[config.mk]
export PLATFORM = sky130hd
export DESIGN_NAME = ttc_top
export DESIGN_NICKNAME = d
export VERILOG_FILES = /design/src/logic/ttc_pkg.sv /design/src/logic/ttc_apb_decode.sv /design/src/logic/ttc_timer_channel.sv /design/src/logic/ttc_irq_readback.sv /design/src/logic/ttc_top.sv
export SDC_FILE = /design/constraint.sdc
export NUM_CORES = 1
export LEC_CHECK = 0
export BUFFER_PORTS_ARGS = -buffer_cell sky130_fd_sc_hd__buf_2
export CELL_PAD_IN_SITES_DETAIL_PLACEMENT = 1
export CELL_PAD_IN_SITES_GLOBAL_PLACEMENT = 1
export CORE_ASPECT_RATIO = 0.5
export CORE_MARGIN = 4
export CORE_UTILIZATION = 32
export DETAILED_ROUTE_END_ITERATION = 10
export GPL_TIMING_DRIVEN = 0
export PLACE_DENSITY_LB_ADDON = 0.3
export SYNTH_ARGS = -nofsm -noshare
export SYNTH_HDL_FRONTEND = slang
export SYNTH_SLANG_ARGS = --single-unit
[constraint.sdc]
create_clock -name pclk -period 4.14 [get_ports pclk]
set_clock_uncertainty 0.05 [all_clocks]
set_input_delay 0.621 -clock pclk [delete_from_list [all_inputs] [get_ports pclk]]
set_output_delay 0.621 -clock pclk [all_outputs]
set_load 0.05 [all_outputs]
[src/logic/ttc_pkg.sv]
// --------------------
// Triple timer-counter shared definitions
// Bus types, register layouts, address map and interrupt event bits
// --------------------

package ttc_pkg;

   // Bus types
   typedef logic [7:0]  apb_addr_t;
   typedef logic [31:0] apb_data_t;

   // Address fields
   typedef logic [3:0] reg_kind_t;  // paddr[7:4]
   typedef logic [1:0] chan_idx_t;  // paddr[3:2], 1 to 3 valid

   localparam int NUM_TIMERS = 3;

   // --------------------
   // Register kinds
   localparam reg_kind_t KIND_CLK_CTRL   = 4'd0;
   localparam reg_kind_t KIND_CNTR_CTRL  = 4'd1;
   localparam reg_kind_t KIND_COUNTER    = 4'd2;  // Read only
   localparam reg_kind_t KIND_INTERVAL   = 4'd3;
   localparam reg_kind_t KIND_MATCH1     = 4'd4;
   localparam reg_kind_t KIND_MATCH2     = 4'd5;
   localparam reg_kind_t KIND_MATCH3     = 4'd6;
   localparam reg_kind_t KIND_IRQ_STATUS = 4'd7;  // Clear on read
   localparam reg_kind_t KIND_IRQ_ENABLE = 4'd8;

   // --------------------
   // Control registers, bit 0 is the last field
   typedef logic [3:0] prescale_t;

   typedef struct packed {
      prescale_t prescale;     // Bits 4:1, divide by 2^(prescale+1)
      logic      prescale_en;  // Bit 0
   } clk_ctrl_t;

   typedef struct packed {
      logic count_reset;    // Bit 4, self clearing
      logic match_en;       // Bit 3
      logic decrement;      // Bit 2, count down
      logic interval_mode;  // Bit 1
      logic cnt_disable;    // Bit 0, stops the counter, set by reset
   } cntr_ctrl_t;

   // --------------------
   // Interrupt event vector
   typedef logic [4:0] irq_vec_t;

   localparam int IRQ_INTERVAL = 0;
   localparam int IRQ_MATCH1   = 1;
   localparam int IRQ_MATCH2   = 2;
   localparam int IRQ_MATCH3   = 3;
   localparam int IRQ_OVERFLOW = 4;

   // One decoded write access
   typedef struct packed {
      reg_kind_t kind;
      chan_idx_t chan;
      apb_data_t data;
   } bus_wr_t;

   // Address splitting
   function automatic reg_kind_t addr_kind(input apb_addr_t addr);
      return addr[7:4];
   endfunction

   function automatic chan_idx_t addr_chan(input apb_addr_t addr);
      return addr[3:2];
   endfunction

endpackage

[src/logic/ttc_apb_decode.sv]
// --------------------
// APB register decoder for the triple timer-counter
// Turns access phases into write strobes and status clear pulses
// --------------------

`timescale 1ns/1ps

module ttc_apb_decode (
   input  logic               pclk,
   input  logic               rst,
   input  logic               psel,
   input  logic               penable,
   input  logic               pwrite,
   input  ttc_pkg::apb_addr_t paddr,
   input  ttc_pkg::apb_data_t pwdata,
   output ttc_pkg::bus_wr_t   wr,
   output logic               wr_en,
   output logic [3:1]         clear_irq
);

   logic access;     // Access phase, completes on this edge
   logic kind_wr;    // Kind accepts writes
   logic chan_ok;    // Channel 1 to 3

   // --------------------
   // Address split
   assign wr = '{
      kind: ttc_pkg::addr_kind(paddr),
      chan: ttc_pkg::addr_chan(paddr),
      data: pwdata
   };

   assign access  = psel & penable;  // No wait states
   assign chan_ok = (wr.chan != '0);

   // Writable kinds, counter and status are read only
   always_comb begin
      case (wr.kind)
         ttc_pkg::KIND_CLK_CTRL,
         ttc_pkg::KIND_CNTR_CTRL,
         ttc_pkg::KIND_INTERVAL,
         ttc_pkg::KIND_MATCH1,
         ttc_pkg::KIND_MATCH2,
         ttc_pkg::KIND_MATCH3,
         ttc_pkg::KIND_IRQ_ENABLE: kind_wr = 1'b1;
         default:                  kind_wr = 1'b0;
      endcase
   end

   assign wr_en = access & pwrite & kind_wr & chan_ok;

   // --------------------
   // Status read clears, one line per channel
   for (genvar n = 1; n <= ttc_pkg::NUM_TIMERS; n++) begin : g_clr
      assign clear_irq[n] = access & ~pwrite
                          & (wr.kind == ttc_pkg::KIND_IRQ_STATUS)
                          & (wr.chan == n);
   end

   // Read and write strobes come from one bus access
   a_wr_xor_clear : assert property (
      @(posedge pclk) disable iff (rst)
      !(wr_en && (|clear_irq))
   ) else $error("wr_en and clear_irq high together");

endmodule

[src/logic/ttc_timer_channel.sv]
// --------------------
// One timer-counter channel
// Control and compare registers, prescaler, counter, event flags
// --------------------

`timescale 1ns/1ps

module ttc_timer_channel #(
   parameter int unsigned CNT_WIDTH = 16,
   parameter int unsigned CHAN      = 1
) (
   input  logic                 pclk,
   input  logic                 rst,
   input  ttc_pkg::bus_wr_t     wr,
   input  logic                 wr_en,
   output ttc_pkg::clk_ctrl_t   clk_ctrl,
   output ttc_pkg::cntr_ctrl_t  cntr_ctrl,
   output logic [CNT_WIDTH-1:0] counter,
   output logic [CNT_WIDTH-1:0] interval,
   output logic [CNT_WIDTH-1:0] match1,
   output logic [CNT_WIDTH-1:0] match2,
   output logic [CNT_WIDTH-1:0] match3,
   output ttc_pkg::irq_vec_t    events
);

   localparam int CLK_W  = $bits(ttc_pkg::clk_ctrl_t);
   localparam int CNTR_W = $bits(ttc_pkg::cntr_ctrl_t);

   logic                 sel;          // Write aimed at this channel
   logic                 wr_clk;
   logic                 wr_cntr;
   logic [15:0]          ps_cnt;       // Prescaler
   logic [15:0]          ps_top;       // Last prescaler value
   logic                 ps_wrap;
   logic                 tick;         // Counter step this cycle
   logic [CNT_WIDTH-1:0] cnt_next;
   ttc_pkg::irq_vec_t    flags;

   assign sel     = wr_en && (wr.chan == ttc_pkg::chan_idx_t'(CHAN));
   assign wr_clk  = sel && (wr.kind == ttc_pkg::KIND_CLK_CTRL);
   assign wr_cntr = sel && (wr.kind == ttc_pkg::KIND_CNTR_CTRL);

   // --------------------
   // Register file
   always_ff @(posedge pclk) begin
      if (rst) begin
         clk_ctrl  <= '0;
         cntr_ctrl <= '{cnt_disable: 1'b1, default: 1'b0};  // Stopped
         interval  <= '0;
         match1    <= '0;
         match2    <= '0;
         match3    <= '0;
      end else begin
         if (wr_clk)
            clk_ctrl <= ttc_pkg::clk_ctrl_t'(wr.data[CLK_W-1:0]);
         if (wr_cntr)
            cntr_ctrl <= ttc_pkg::cntr_ctrl_t'(wr.data[CNTR_W-1:0]);
         else
            cntr_ctrl.count_reset <= 1'b0;  // Held one cycle only
         if (sel && wr.kind == ttc_pkg::KIND_INTERVAL) interval <= wr.data[CNT_WIDTH-1:0];
         if (sel && wr.kind == ttc_pkg::KIND_MATCH1)   match1   <= wr.data[CNT_WIDTH-1:0];
         if (sel && wr.kind == ttc_pkg::KIND_MATCH2)   match2   <= wr.data[CNT_WIDTH-1:0];
         if (sel && wr.kind == ttc_pkg::KIND_MATCH3)   match3   <= wr.data[CNT_WIDTH-1:0];
      end
   end

   // --------------------
   // Prescaler, wraps every 2^(prescale+1) cycles
   assign ps_top  = 16'((32'd2 << clk_ctrl.prescale) - 32'd1);
   assign ps_wrap = (ps_cnt == ps_top);

   always_ff @(posedge pclk) begin
      if (rst) begin
         ps_cnt <= '0;
      end else if (wr_clk || cntr_ctrl.count_reset || !clk_ctrl.prescale_en) begin
         ps_cnt <= '0;  // Restart
      end else if (ps_wrap) begin
         ps_cnt <= '0;
      end else begin
         ps_cnt <= ps_cnt + 16'd1;
      end
   end

   assign tick = (!clk_ctrl.prescale_en || ps_wrap)
               && !cntr_ctrl.cnt_disable && !cntr_ctrl.count_reset;

   // --------------------
   // Next count and wrap flags
   always_comb begin
      cnt_next = counter;
      flags    = '0;
      if (cntr_ctrl.interval_mode) begin
         if (cntr_ctrl.decrement) begin
            if (counter == '0) begin
               cnt_next                    = interval;  // Reload
               flags[ttc_pkg::IRQ_INTERVAL] = 1'b1;
            end else begin
               cnt_next = counter - 1'b1;
            end
         end else if (counter >= interval) begin
            cnt_next                    = '0;
            flags[ttc_pkg::IRQ_INTERVAL] = 1'b1;
         end else begin
            cnt_next = counter + 1'b1;
         end
      end else begin
         // Free running, wraps at either end
         cnt_next = cntr_ctrl.decrement ? counter - 1'b1 : counter + 1'b1;
         flags[ttc_pkg::IRQ_OVERFLOW] = cntr_ctrl.decrement ? (counter == '0)
                                                           : (counter == '1);
      end
      // Compare against the new value
      flags[ttc_pkg::IRQ_MATCH1] = cntr_ctrl.match_en && (cnt_next == match1);
      flags[ttc_pkg::IRQ_MATCH2] = cntr_ctrl.match_en && (cnt_next == match2);
      flags[ttc_pkg::IRQ_MATCH3] = cntr_ctrl.match_en && (cnt_next == match3);
   end

   always_ff @(posedge pclk) begin
      if (rst) begin
         counter <= '0;
         events  <= '0;
      end else begin
         if (cntr_ctrl.count_reset) counter <= '0;
         else if (tick)             counter <= cnt_next;
         events <= tick ? flags : '0;  // One cycle pulses
      end
   end

   // --------------------
   // Checks
   a_events_after_tick : assert property (
      @(posedge pclk) disable iff (rst)
      (|events) |-> $past(tick)
   ) else $error("chan %0d events without tick", CHAN);

   a_count_reset_pulse : assert property (
      @(posedge pclk) disable iff (rst)
      cntr_ctrl.count_reset |=> !cntr_ctrl.count_reset
   ) else $error("chan %0d count_reset held", CHAN);

endmodule

[src/logic/ttc_irq_readback.sv]
// --------------------
// Interrupt status, enables and read-back mux
// Status is sticky until a status read, set beats clear
// --------------------

`timescale 1ns/1ps

module ttc_irq_readback #(
   parameter int unsigned CNT_WIDTH = 16
) (
   input  logic                 pclk,
   input  logic                 rst,
   input  logic                 psel,
   input  ttc_pkg::apb_addr_t   paddr,
   input  ttc_pkg::bus_wr_t     wr,
   input  logic                 wr_en,
   input  logic [3:1]           clear_irq,
   input  ttc_pkg::irq_vec_t    events1,
   input  ttc_pkg::irq_vec_t    events2,
   input  ttc_pkg::irq_vec_t    events3,
   input  ttc_pkg::clk_ctrl_t   clk_ctrl  [1:ttc_pkg::NUM_TIMERS],
   input  ttc_pkg::cntr_ctrl_t  cntr_ctrl [1:ttc_pkg::NUM_TIMERS],
   input  logic [CNT_WIDTH-1:0] counter   [1:ttc_pkg::NUM_TIMERS],
   input  logic [CNT_WIDTH-1:0] interval  [1:ttc_pkg::NUM_TIMERS],
   input  logic [CNT_WIDTH-1:0] match1    [1:ttc_pkg::NUM_TIMERS],
   input  logic [CNT_WIDTH-1:0] match2    [1:ttc_pkg::NUM_TIMERS],
   input  logic [CNT_WIDTH-1:0] match3    [1:ttc_pkg::NUM_TIMERS],
   output ttc_pkg::apb_data_t   prdata,
   output logic [3:1]           interrupt
);

   ttc_pkg::irq_vec_t events     [1:ttc_pkg::NUM_TIMERS];
   ttc_pkg::irq_vec_t irq_status [1:ttc_pkg::NUM_TIMERS];
   ttc_pkg::irq_vec_t irq_enable [1:ttc_pkg::NUM_TIMERS];

   assign events[1] = events1;
   assign events[2] = events2;
   assign events[3] = events3;

   // --------------------
   // Per channel status and enable
   for (genvar n = 1; n <= ttc_pkg::NUM_TIMERS; n++) begin : g_irq
      always_ff @(posedge pclk) begin
         if (rst) begin
            irq_status[n] <= '0;
            irq_enable[n] <= '0;
         end else begin
            if (wr_en && wr.kind == ttc_pkg::KIND_IRQ_ENABLE && wr.chan == n)
               irq_enable[n] <= wr.data[$bits(ttc_pkg::irq_vec_t)-1:0];
            // New events survive a read in the same cycle
            irq_status[n] <= (clear_irq[n] ? '0 : irq_status[n]) | events[n];
         end
      end

      assign interrupt[n] = |(irq_status[n] & irq_enable[n]);

      a_irq_masked : assert property (
         @(posedge pclk) disable iff (rst)
         (irq_enable[n] == '0) |-> !interrupt[n]
      ) else $error("interrupt %0d with enable clear", n);
   end

   // --------------------
   // Read mux, zero extended
   always_comb begin
      ttc_pkg::chan_idx_t  ch;
      ttc_pkg::cntr_ctrl_t ctrl_rd;
      ch      = ttc_pkg::addr_chan(paddr);
      ctrl_rd = '0;
      prdata  = '0;
      if (psel && ch != '0) begin
         ctrl_rd             = cntr_ctrl[ch];
         ctrl_rd.count_reset = 1'b0;  // Always reads 0
         case (ttc_pkg::addr_kind(paddr))
            ttc_pkg::KIND_CLK_CTRL:   prdata = ttc_pkg::apb_data_t'(clk_ctrl[ch]);
            ttc_pkg::KIND_CNTR_CTRL:  prdata = ttc_pkg::apb_data_t'(ctrl_rd);
            ttc_pkg::KIND_COUNTER:    prdata = ttc_pkg::apb_data_t'(counter[ch]);
            ttc_pkg::KIND_INTERVAL:   prdata = ttc_pkg::apb_data_t'(interval[ch]);
            ttc_pkg::KIND_MATCH1:     prdata = ttc_pkg::apb_data_t'(match1[ch]);
            ttc_pkg::KIND_MATCH2:     prdata = ttc_pkg::apb_data_t'(match2[ch]);
            ttc_pkg::KIND_MATCH3:     prdata = ttc_pkg::apb_data_t'(match3[ch]);
            ttc_pkg::KIND_IRQ_STATUS: prdata = ttc_pkg::apb_data_t'(irq_status[ch]);
            ttc_pkg::KIND_IRQ_ENABLE: prdata = ttc_pkg::apb_data_t'(irq_enable[ch]);
            default:                  prdata = '0;  // Unmapped
         endcase
      end
   end

endmodule

[src/logic/ttc_top.sv]
// --------------------
// Triple timer-counter top level
// APB decoder, three timer channels, interrupt and read-back block
// --------------------

`timescale 1ns/1ps

module ttc_top #(
   parameter int unsigned CNT_WIDTH = 16
) (
   input  logic               pclk,
   input  logic               rst,
   input  logic               psel,
   input  logic               penable,
   input  logic               pwrite,
   input  ttc_pkg::apb_addr_t paddr,
   input  ttc_pkg::apb_data_t pwdata,
   output ttc_pkg::apb_data_t prdata,
   output logic [3:1]         interrupt
);

   // --------------------
   // Interconnect
   ttc_pkg::bus_wr_t     wr;
   logic                 wr_en;
   logic [3:1]           clear_irq;
   ttc_pkg::irq_vec_t    events    [1:ttc_pkg::NUM_TIMERS];
   ttc_pkg::clk_ctrl_t   clk_ctrl  [1:ttc_pkg::NUM_TIMERS];
   ttc_pkg::cntr_ctrl_t  cntr_ctrl [1:ttc_pkg::NUM_TIMERS];
   logic [CNT_WIDTH-1:0] counter   [1:ttc_pkg::NUM_TIMERS];
   logic [CNT_WIDTH-1:0] interval  [1:ttc_pkg::NUM_TIMERS];
   logic [CNT_WIDTH-1:0] match1    [1:ttc_pkg::NUM_TIMERS];
   logic [CNT_WIDTH-1:0] match2    [1:ttc_pkg::NUM_TIMERS];
   logic [CNT_WIDTH-1:0] match3    [1:ttc_pkg::NUM_TIMERS];

   ttc_apb_decode decode_i (
      .pclk, .rst, .psel, .penable, .pwrite, .paddr, .pwdata,
      .wr, .wr_en, .clear_irq
   );

   // --------------------
   // Timer channels 1 to 3
   ttc_timer_channel #(.CNT_WIDTH(CNT_WIDTH), .CHAN(1)) chan1_i (
      .pclk, .rst, .wr, .wr_en,
      .clk_ctrl(clk_ctrl[1]), .cntr_ctrl(cntr_ctrl[1]), .counter(counter[1]),
      .interval(interval[1]), .match1(match1[1]), .match2(match2[1]),
      .match3(match3[1]), .events(events[1])
   );

   ttc_timer_channel #(.CNT_WIDTH(CNT_WIDTH), .CHAN(2)) chan2_i (
      .pclk, .rst, .wr, .wr_en,
      .clk_ctrl(clk_ctrl[2]), .cntr_ctrl(cntr_ctrl[2]), .counter(counter[2]),
      .interval(interval[2]), .match1(match1[2]), .match2(match2[2]),
      .match3(match3[2]), .events(events[2])
   );

   ttc_timer_channel #(.CNT_WIDTH(CNT_WIDTH), .CHAN(3)) chan3_i (
      .pclk, .rst, .wr, .wr_en,
      .clk_ctrl(clk_ctrl[3]), .cntr_ctrl(cntr_ctrl[3]), .counter(counter[3]),
      .interval(interval[3]), .match1(match1[3]), .match2(match2[3]),
      .match3(match3[3]), .events(events[3])
   );

   ttc_irq_readback #(.CNT_WIDTH(CNT_WIDTH)) readback_i (
      .pclk, .rst, .psel, .paddr, .wr, .wr_en, .clear_irq,
      .events1(events[1]), .events2(events[2]), .events3(events[3]),
      .clk_ctrl, .cntr_ctrl, .counter, .interval, .match1, .match2, .match3,
      .prdata, .interrupt
   );

endmodule

==> flow_summary_export.csv, run 1 <==
group,metric,value,unit
status,status,"finished, violations left",
status,violations,"capacitance limit, slew limit, setup timing",
floorplanning,core_area,73500,sq um
logic_synthesis,synth_area_per_cell,7.44,sq um
grt,grt.total_usage,0.299,
flow_run,maxCapViolations,1,
logic_synthesis,synth.distinct_cells,98,
route,dr_wl_met2,50200,um
route,vias_per_cell,5.99,
logic_synthesis,synth-seq-area-share,0.311,
grt,grt_pass1_wl,177000,um
logic_synthesis,synth_xor_area_frac,0.0756,
logic_synthesis,synth-compound-area-share,0.211,
clocking,root_buffer,"clkbuf_16",
route,drt_first_pass_iters,6,
place,placedInstanceArea,25400,sq um
floorplanning,io_pins,80,
place,portBuffers,39,
logic_synthesis,synth_area_leaders,"dfxtp_1, nand2_1, a21oi_1, nor2_1, xnor2_1",
route,drtAntennaViolNets,0,
route,wl_met3,13200,um
setup_path,path_max_fanout,10,
grt,grt-ovfl-total,0,
setup_path,cp-end-kind,"output pin",
timing,fin_crit_sh,1.00,
route,drt_first_iter_violations,2994,
hold_path,whs_path_depth,3,
logic_synthesis,synth_top_area_share,0.292,
layout,layout-drive-gt1-share,0.115,
power,power_density,290,nW/um^2
setup_path,worst_ep_required_time,3470,ps
clocking,path_clk_slew,70,ps
logic_synthesis,synth_top_family_by_area,"simple AND/OR/NAND/NOR gates",
logic_synthesis,async_reset_ff_frac,0,
layout,final_nets,3439,
power,p_leak,9.38,nW
place,gp_congestion,1.01,
logic_synthesis,ys_seq_elements,363,
setup_path,reg2reg_slack,0,ps
layout,fin_area,27500,sq um
setup_path,critPathLaunch,"paddr[4]",
logic_synthesis,yosys.area_share.simple,0.247,
timing,setup_violations,2,
clocking,ctsLongestPathBuffers,3,
setup_path,arrival,3480,ps
timing,setup_slack,-9.56,ps
route,routed_wl,123000,um
layout,synthToLayoutAreaGrowth,15.1,%
route,vias,25967,
logic_synthesis,synth_area,23900,sq um
timing,setup_tns,-12.1,ps
timing,relSlewSlack,-0.00518,
grt,grt_pass1_vias,25062,
clocking,cts_tree,"built",
timing,maxSlewViolCount,1,
power,p_total,7.96,mW
timing,max_freq,0.241,GHz
logic_synthesis,synth_edf_count,15,
route,m1WireLength,56400,um
timing,worstMarginPinSlew,1490,ps
logic_synthesis,synth_cells,3210,
place,hpwl,97700,um
floorplanning,initial_core_util,0.325,
clocking,cts_made_buffers,40,
clocking,cts_hold_buf,0,
logic_synthesis,synth_top_cell_by_area,"dfxtp_1",
timing,fin_crit,4150,ps
power,peakVddDrop,277,uV
setup_path,start_kind,"input port",
grt,grt_max_degree,16,
floorplanning,dieArea,79300,sq um
logic_synthesis,synth.most_common_cell,"nand2_1",
setup_path,worstRegToRegCells,10,
logic_synthesis,synth_ff_type,"dfxtp_1",
route,wl_per_cell,28.4,um
clocking,clock_latency,610,ps
hold_path,hold_class,"in -> reg",
route,drc_errors,0,
clocking,cts_max_level,2,
floorplanning,placementRows,70,
hold_path,worstHoldStart,"pwdata[9]",
setup_path,critPathKind,"in -> out",
route,top_layer,"met5",
place,place_ws,-1020,ps
floorplanning,die_w,394,um
layout,fin_util,0.374,
logic_synthesis,synthMuxAreaShare,0.0598,
logic_synthesis,synthAdderAreaFrac,0.0330,
setup_path,reg2reg_from,"chan2_i.counter[1]",
timing,finalHoldViolCount,0,
logic_synthesis,synthTopCellsByCount,"nand2_1, dfxtp_1, nor2_1",
clocking,clkSinkCount,363,
grt,antenna_found_initial,9,
logic_synthesis,yosysWarnings,0,
floorplanning,die_h,201,um
## per-stage QoR
step	hold slack (ps)	cells
after floorplan	363	3225
after global placement	376	4236
after detailed placement	378	4236
after CTS	232	4313
after global routing	246	4330
final	247	4336
## cell usage in the layout (no fill, tap or decap), drive strengths merged, types with 15 or more instances in the layout
cell type / netlist / layout
nand2: 565 / 565
dfxtp: 348 / 348
nor2: 304 / 304
a21oi: 286 / 286
clkbuf: 198 / 239
buf: 63 / 133
o21ai: 117 / 117
nand3: 113 / 113
xnor2: 112 / 112
inv: 108 / 111
a22oi: 101 / 101
xor2: 94 / 94
nor3: 78 / 78
mux2: 69 / 69
mux2i: 65 / 65
ha: 63 / 63
o22ai: 55 / 55
nor4: 46 / 46
nand4: 38 / 38
a31oi: 26 / 26
and3: 21 / 21
nor2b: 21 / 21
nand2b: 16 / 16
conb: 1 / 16
o211ai: 16 / 16
a211oi: 16 / 16
nand3b: 15 / 15
edfxtp: 15 / 15
or4: 15 / 15
## cell type report
type	instances	area (sq um)
Fill cell	8999	46000
Multi-Input combinational cell	2493	15400
Sequential cell	363	7430
Tap cell	972	1220
Buffer	258	1160
Clock buffer	47	1070
Timing Repair Buffer	67	418
Inverter	108	405
Clock inverter	22	333
Antenna cell	6	15.0
## power by group
group / internal (mW) / switching, mW
Combinational: 0.0744 / 0.337
Clock: 2.30 / 1.72
Sequential: 3.52 / 0.00682
## repair_timing
action,4_1_cts,5_1_grt
resized for setup,89,68
buffers inserted,8,20
pin swaps,10,14
endpoints found under the setup margin,100,55
## state kept, by name, summed over array words and instances (netlist names), 15 cells and up
| signal | flops |
|---|---|
| chan2_i.ps_cnt | 16 |
| readback_i.irq_status | 15 |
| chan2_i.interval | 16 |
| chan1_i.match3 | 16 |
| chan1_i.counter | 16 |
| chan2_i.match2 | 16 |
| chan2_i.match3 | 16 |
| chan3_i.interval | 16 |
| chan1_i.match2 | 16 |
| chan3_i.match1 | 16 |
| chan3_i.counter | 16 |
| chan2_i.match1 | 16 |
| chan3_i.ps_cnt | 16 |
| chan2_i.counter | 16 |
| chan3_i.match3 | 16 |
| chan1_i.match1 | 16 |
| chan1_i.ps_cnt | 16 |
| chan3_i.match2 | 16 |
| chan1_i.interval | 16 |
| readback_i.irq_enable | 15 |
## logic make-up (layout without fill, tap and decap cells)
group / count (synthesis) / count (layout)
compound gates: 780 / 780
xor+xnor: 206 / 206
fa+ha+maj: 63 / 63
buf+inv: 369 / 502
flops: 363 / 363
mux: 134 / 134
other cells: 1 / 22
simple gates: 1294 / 1294
## layer usage
metal  up-vias  GRT usage
met5         -          0
met3       190     0.0756
met1     13023      0.438
li1      11550          -
met4         4     0.0796
met2      1200      0.432
## final timing paths
kind	to
worst max-delay path	prdata[8]
worst min-delay path	chan1_i.match1[9]
worst max register to register	chan2_i.events[1]
worst min register to register	readback_i.irq_status[2][3]
## worst max-delay path: stages
cell	delay, ps
buf_2	120
clkbuf_1	230
nor2_1	640
nand2_1	670
clkbuf_1	410
o22ai_1	320
nor3_1	90
nor2_1	100
buf_2	280
Note: power is estimated with default switching activity, not from simulation.
==> run 2, diff against run 1 <==
--- a/config.mk
+++ b/config.mk
@@ -5,10 +5,10 @@
 export SDC_FILE = /design/constraint.sdc
 export NUM_CORES = 1
 export LEC_CHECK = 0
-export BUFFER_PORTS_ARGS = -buffer_cell sky130_fd_sc_hd__buf_2
+export BUFFER_PORTS_ARGS = -buffer_cell sky130_fd_sc_hd__buf_4
 export CELL_PAD_IN_SITES_DETAIL_PLACEMENT = 1
 export CELL_PAD_IN_SITES_GLOBAL_PLACEMENT = 1
-export CORE_ASPECT_RATIO = 0.5
+export CORE_ASPECT_RATIO = 1.25
 export CORE_MARGIN = 4
 export CORE_UTILIZATION = 32
 export DETAILED_ROUTE_END_ITERATION = 10
==> run 2 against run 1 <==
Effect of this change:
- critical path type unchanged
- global-route usage decreased by 1.4 points
- critical path depth increased by 1
- fmax increased by 0.52%
- via count decreased by 1.3%
- hold slack improved by 6.6 ps
- sequential share of layout area decreased by 0.056 points
- first-iteration DRC count decreased by 19%
- non-clock buffer count decreased by 17
- the run now ends clean
==> flow_summary_export.csv, run 2 (same netlist as run 1, synthesis figures left out) <==
group,metric,value,unit
status,status,"complete, no violations",
clocking,cts_made_buffers,42,
clocking,cts_tree,"built",
layout,synthToLayoutAreaGrowth,15.2,%
power,peakVddDrop,313,uV
setup_path,cp-end-kind,"output pin",
timing,fin_crit,4130,ps
floorplanning,io_pins,80,
timing,setup_tns,0,ps
place,placedInstanceArea,25400,sq um
floorplanning,placementRows,111,
setup_path,worst_ep_required_time,3470,ps
layout,n_fill_cell,9090,
grt,grt-ovfl-total,0,
grt,grt.total_usage,0.285,
setup_path,start_kind,"input port",
route,vias,25619,
clocking,path_clk_slew,70,ps
layout,layout-drive-gt1-share,0.108,
route,drt_first_pass_iters,7,
layout,antennaDiodeCount,0,
route,drtAntennaViolNets,0,
route,drt_first_iter_violations,2412,
setup_path,critPathKind,"in -> out",
setup_path,arrival,3460,ps
route,routed_wl,118000,um
grt,grt_max_degree,15,
grt,grt_pass1_wl,170000,um
place,portBuffers,39,
timing,max_freq,0.242,GHz
layout,final_cell_mix,"nand2_1, dfxtp_1, nor2_1",
floorplanning,die_h,313,um
layout,fin_util,0.374,
timing,fin_crit_sh,0.997,
layout,fin_area,27500,sq um
setup_path,path_max_fanout,13,
clocking,clock_latency,590,ps
layout,final_common_cell,"nand2_1",
grt,antenna_found_initial,0,
timing,setup_violations,0,
floorplanning,die_w,252,um
timing,relSlewSlack,0.203,
timing,finalHoldViolCount,0,
floorplanning,dieArea,79100,sq um
power,p_leak,9.35,nW
hold_path,hold_class,"in -> reg",
clocking,cts_max_level,2,
clocking,ctsLongestPathBuffers,3,
floorplanning,initial_core_util,0.324,
clocking,root_buffer,"clkbuf_16",
place,hpwl,91300,um
place,gp_congestion,1.01,
clocking,clkSinkCount,363,
layout,final_nets,3424,
layout,seq_area,7420,sq um
route,drc_errors,0,
flow_run,maxCapViolations,0,
timing,worstMarginPinSlew,1200,ps
route,wl_per_cell,27.3,um
layout,multi_input_area,15500,sq um
power,power_density,292,nW/um^2
route,vias_per_cell,5.94,
floorplanning,core_area,73600,sq um
timing,maxSlewViolCount,0,
layout,stdcell_count,4310,
place,place_inst,4224,
grt,grt_pass1_vias,25250,
==> run 2: area by class of cell <==
type | instances | share of cell area
clock inverters | 22 | 0.00937
flip-flops and latches | 363 | 0.270
repair buffers | 52 | 0.0142
inverters | 108 | 0.0147
plain buffers | 256 | 0.0419
multi-input cells | 2493 | 0.562
clock buffers | 56 | 0.0443
well taps | 960 | 0.0437
==> run 2: critical path, stage by stage <==
cell	delay, ps
buf_4	200
clkdlybuf4s15_2	510
clkdlybuf4s15_2	600
mux2i_1	370
nand2_1	100
o21ai_0	180
o22ai_1	150
nor3_1	260
a21oi_1	190
buf_4	260
==> run 2: worst paths after layout <==
kind / from / to / slack [ps] / cells past startpoint
worst min-delay path: pwdata[12] / chan1_i.interval[12] / 250 / 3
worst min register to register: chan2_i.events[0] / readback_i.irq_status[2][0] / 390 / 2
worst max register to register: chan1_i.counter[0] / chan1_i.events[3] / 50 / 12
worst max-delay path: paddr[2] / prdata[2] / 10 / 10
==> run 2: per-layer routing <==
layer  up-vias  share of wire  wire, um  track usage
met5         -              0         0            0
met4         0          0.090     10600        0.203
met3       406          0.064      7580       0.0378
met2      1150           0.46     53500        0.466
met1     12513           0.39     45800        0.344
li1      11550              -         -            -
==> run 2: power breakdown <==
group	switching [mW]	internal, mW	total [mW]	leakage (nW)
clock network	1.69	2.39	4.08	0.715
logic	0.332	0.0804	0.412	5.69
registers	0.00669	3.52	3.53	2.94
==> run 2: repair_timing <==
action                                  4_1_cts  5_1_grt
buffers inserted                              7        6
endpoints found under the setup margin       80       48
pin swaps                                    12       15
hold buffers                                  0        0
gates resized for setup                      86       52
==> run 2: through the flow <==
stage	total power [mW]	hold WS, ps	worst slack [ps]
after global routing	8.20	269	-19.9
final	8.02	253	11.7
after detailed placement	4.00	380	-1410
after global placement	4.00	367	-2460
after floorplan	3.82	363	395
after CTS	8.05	243	5.32
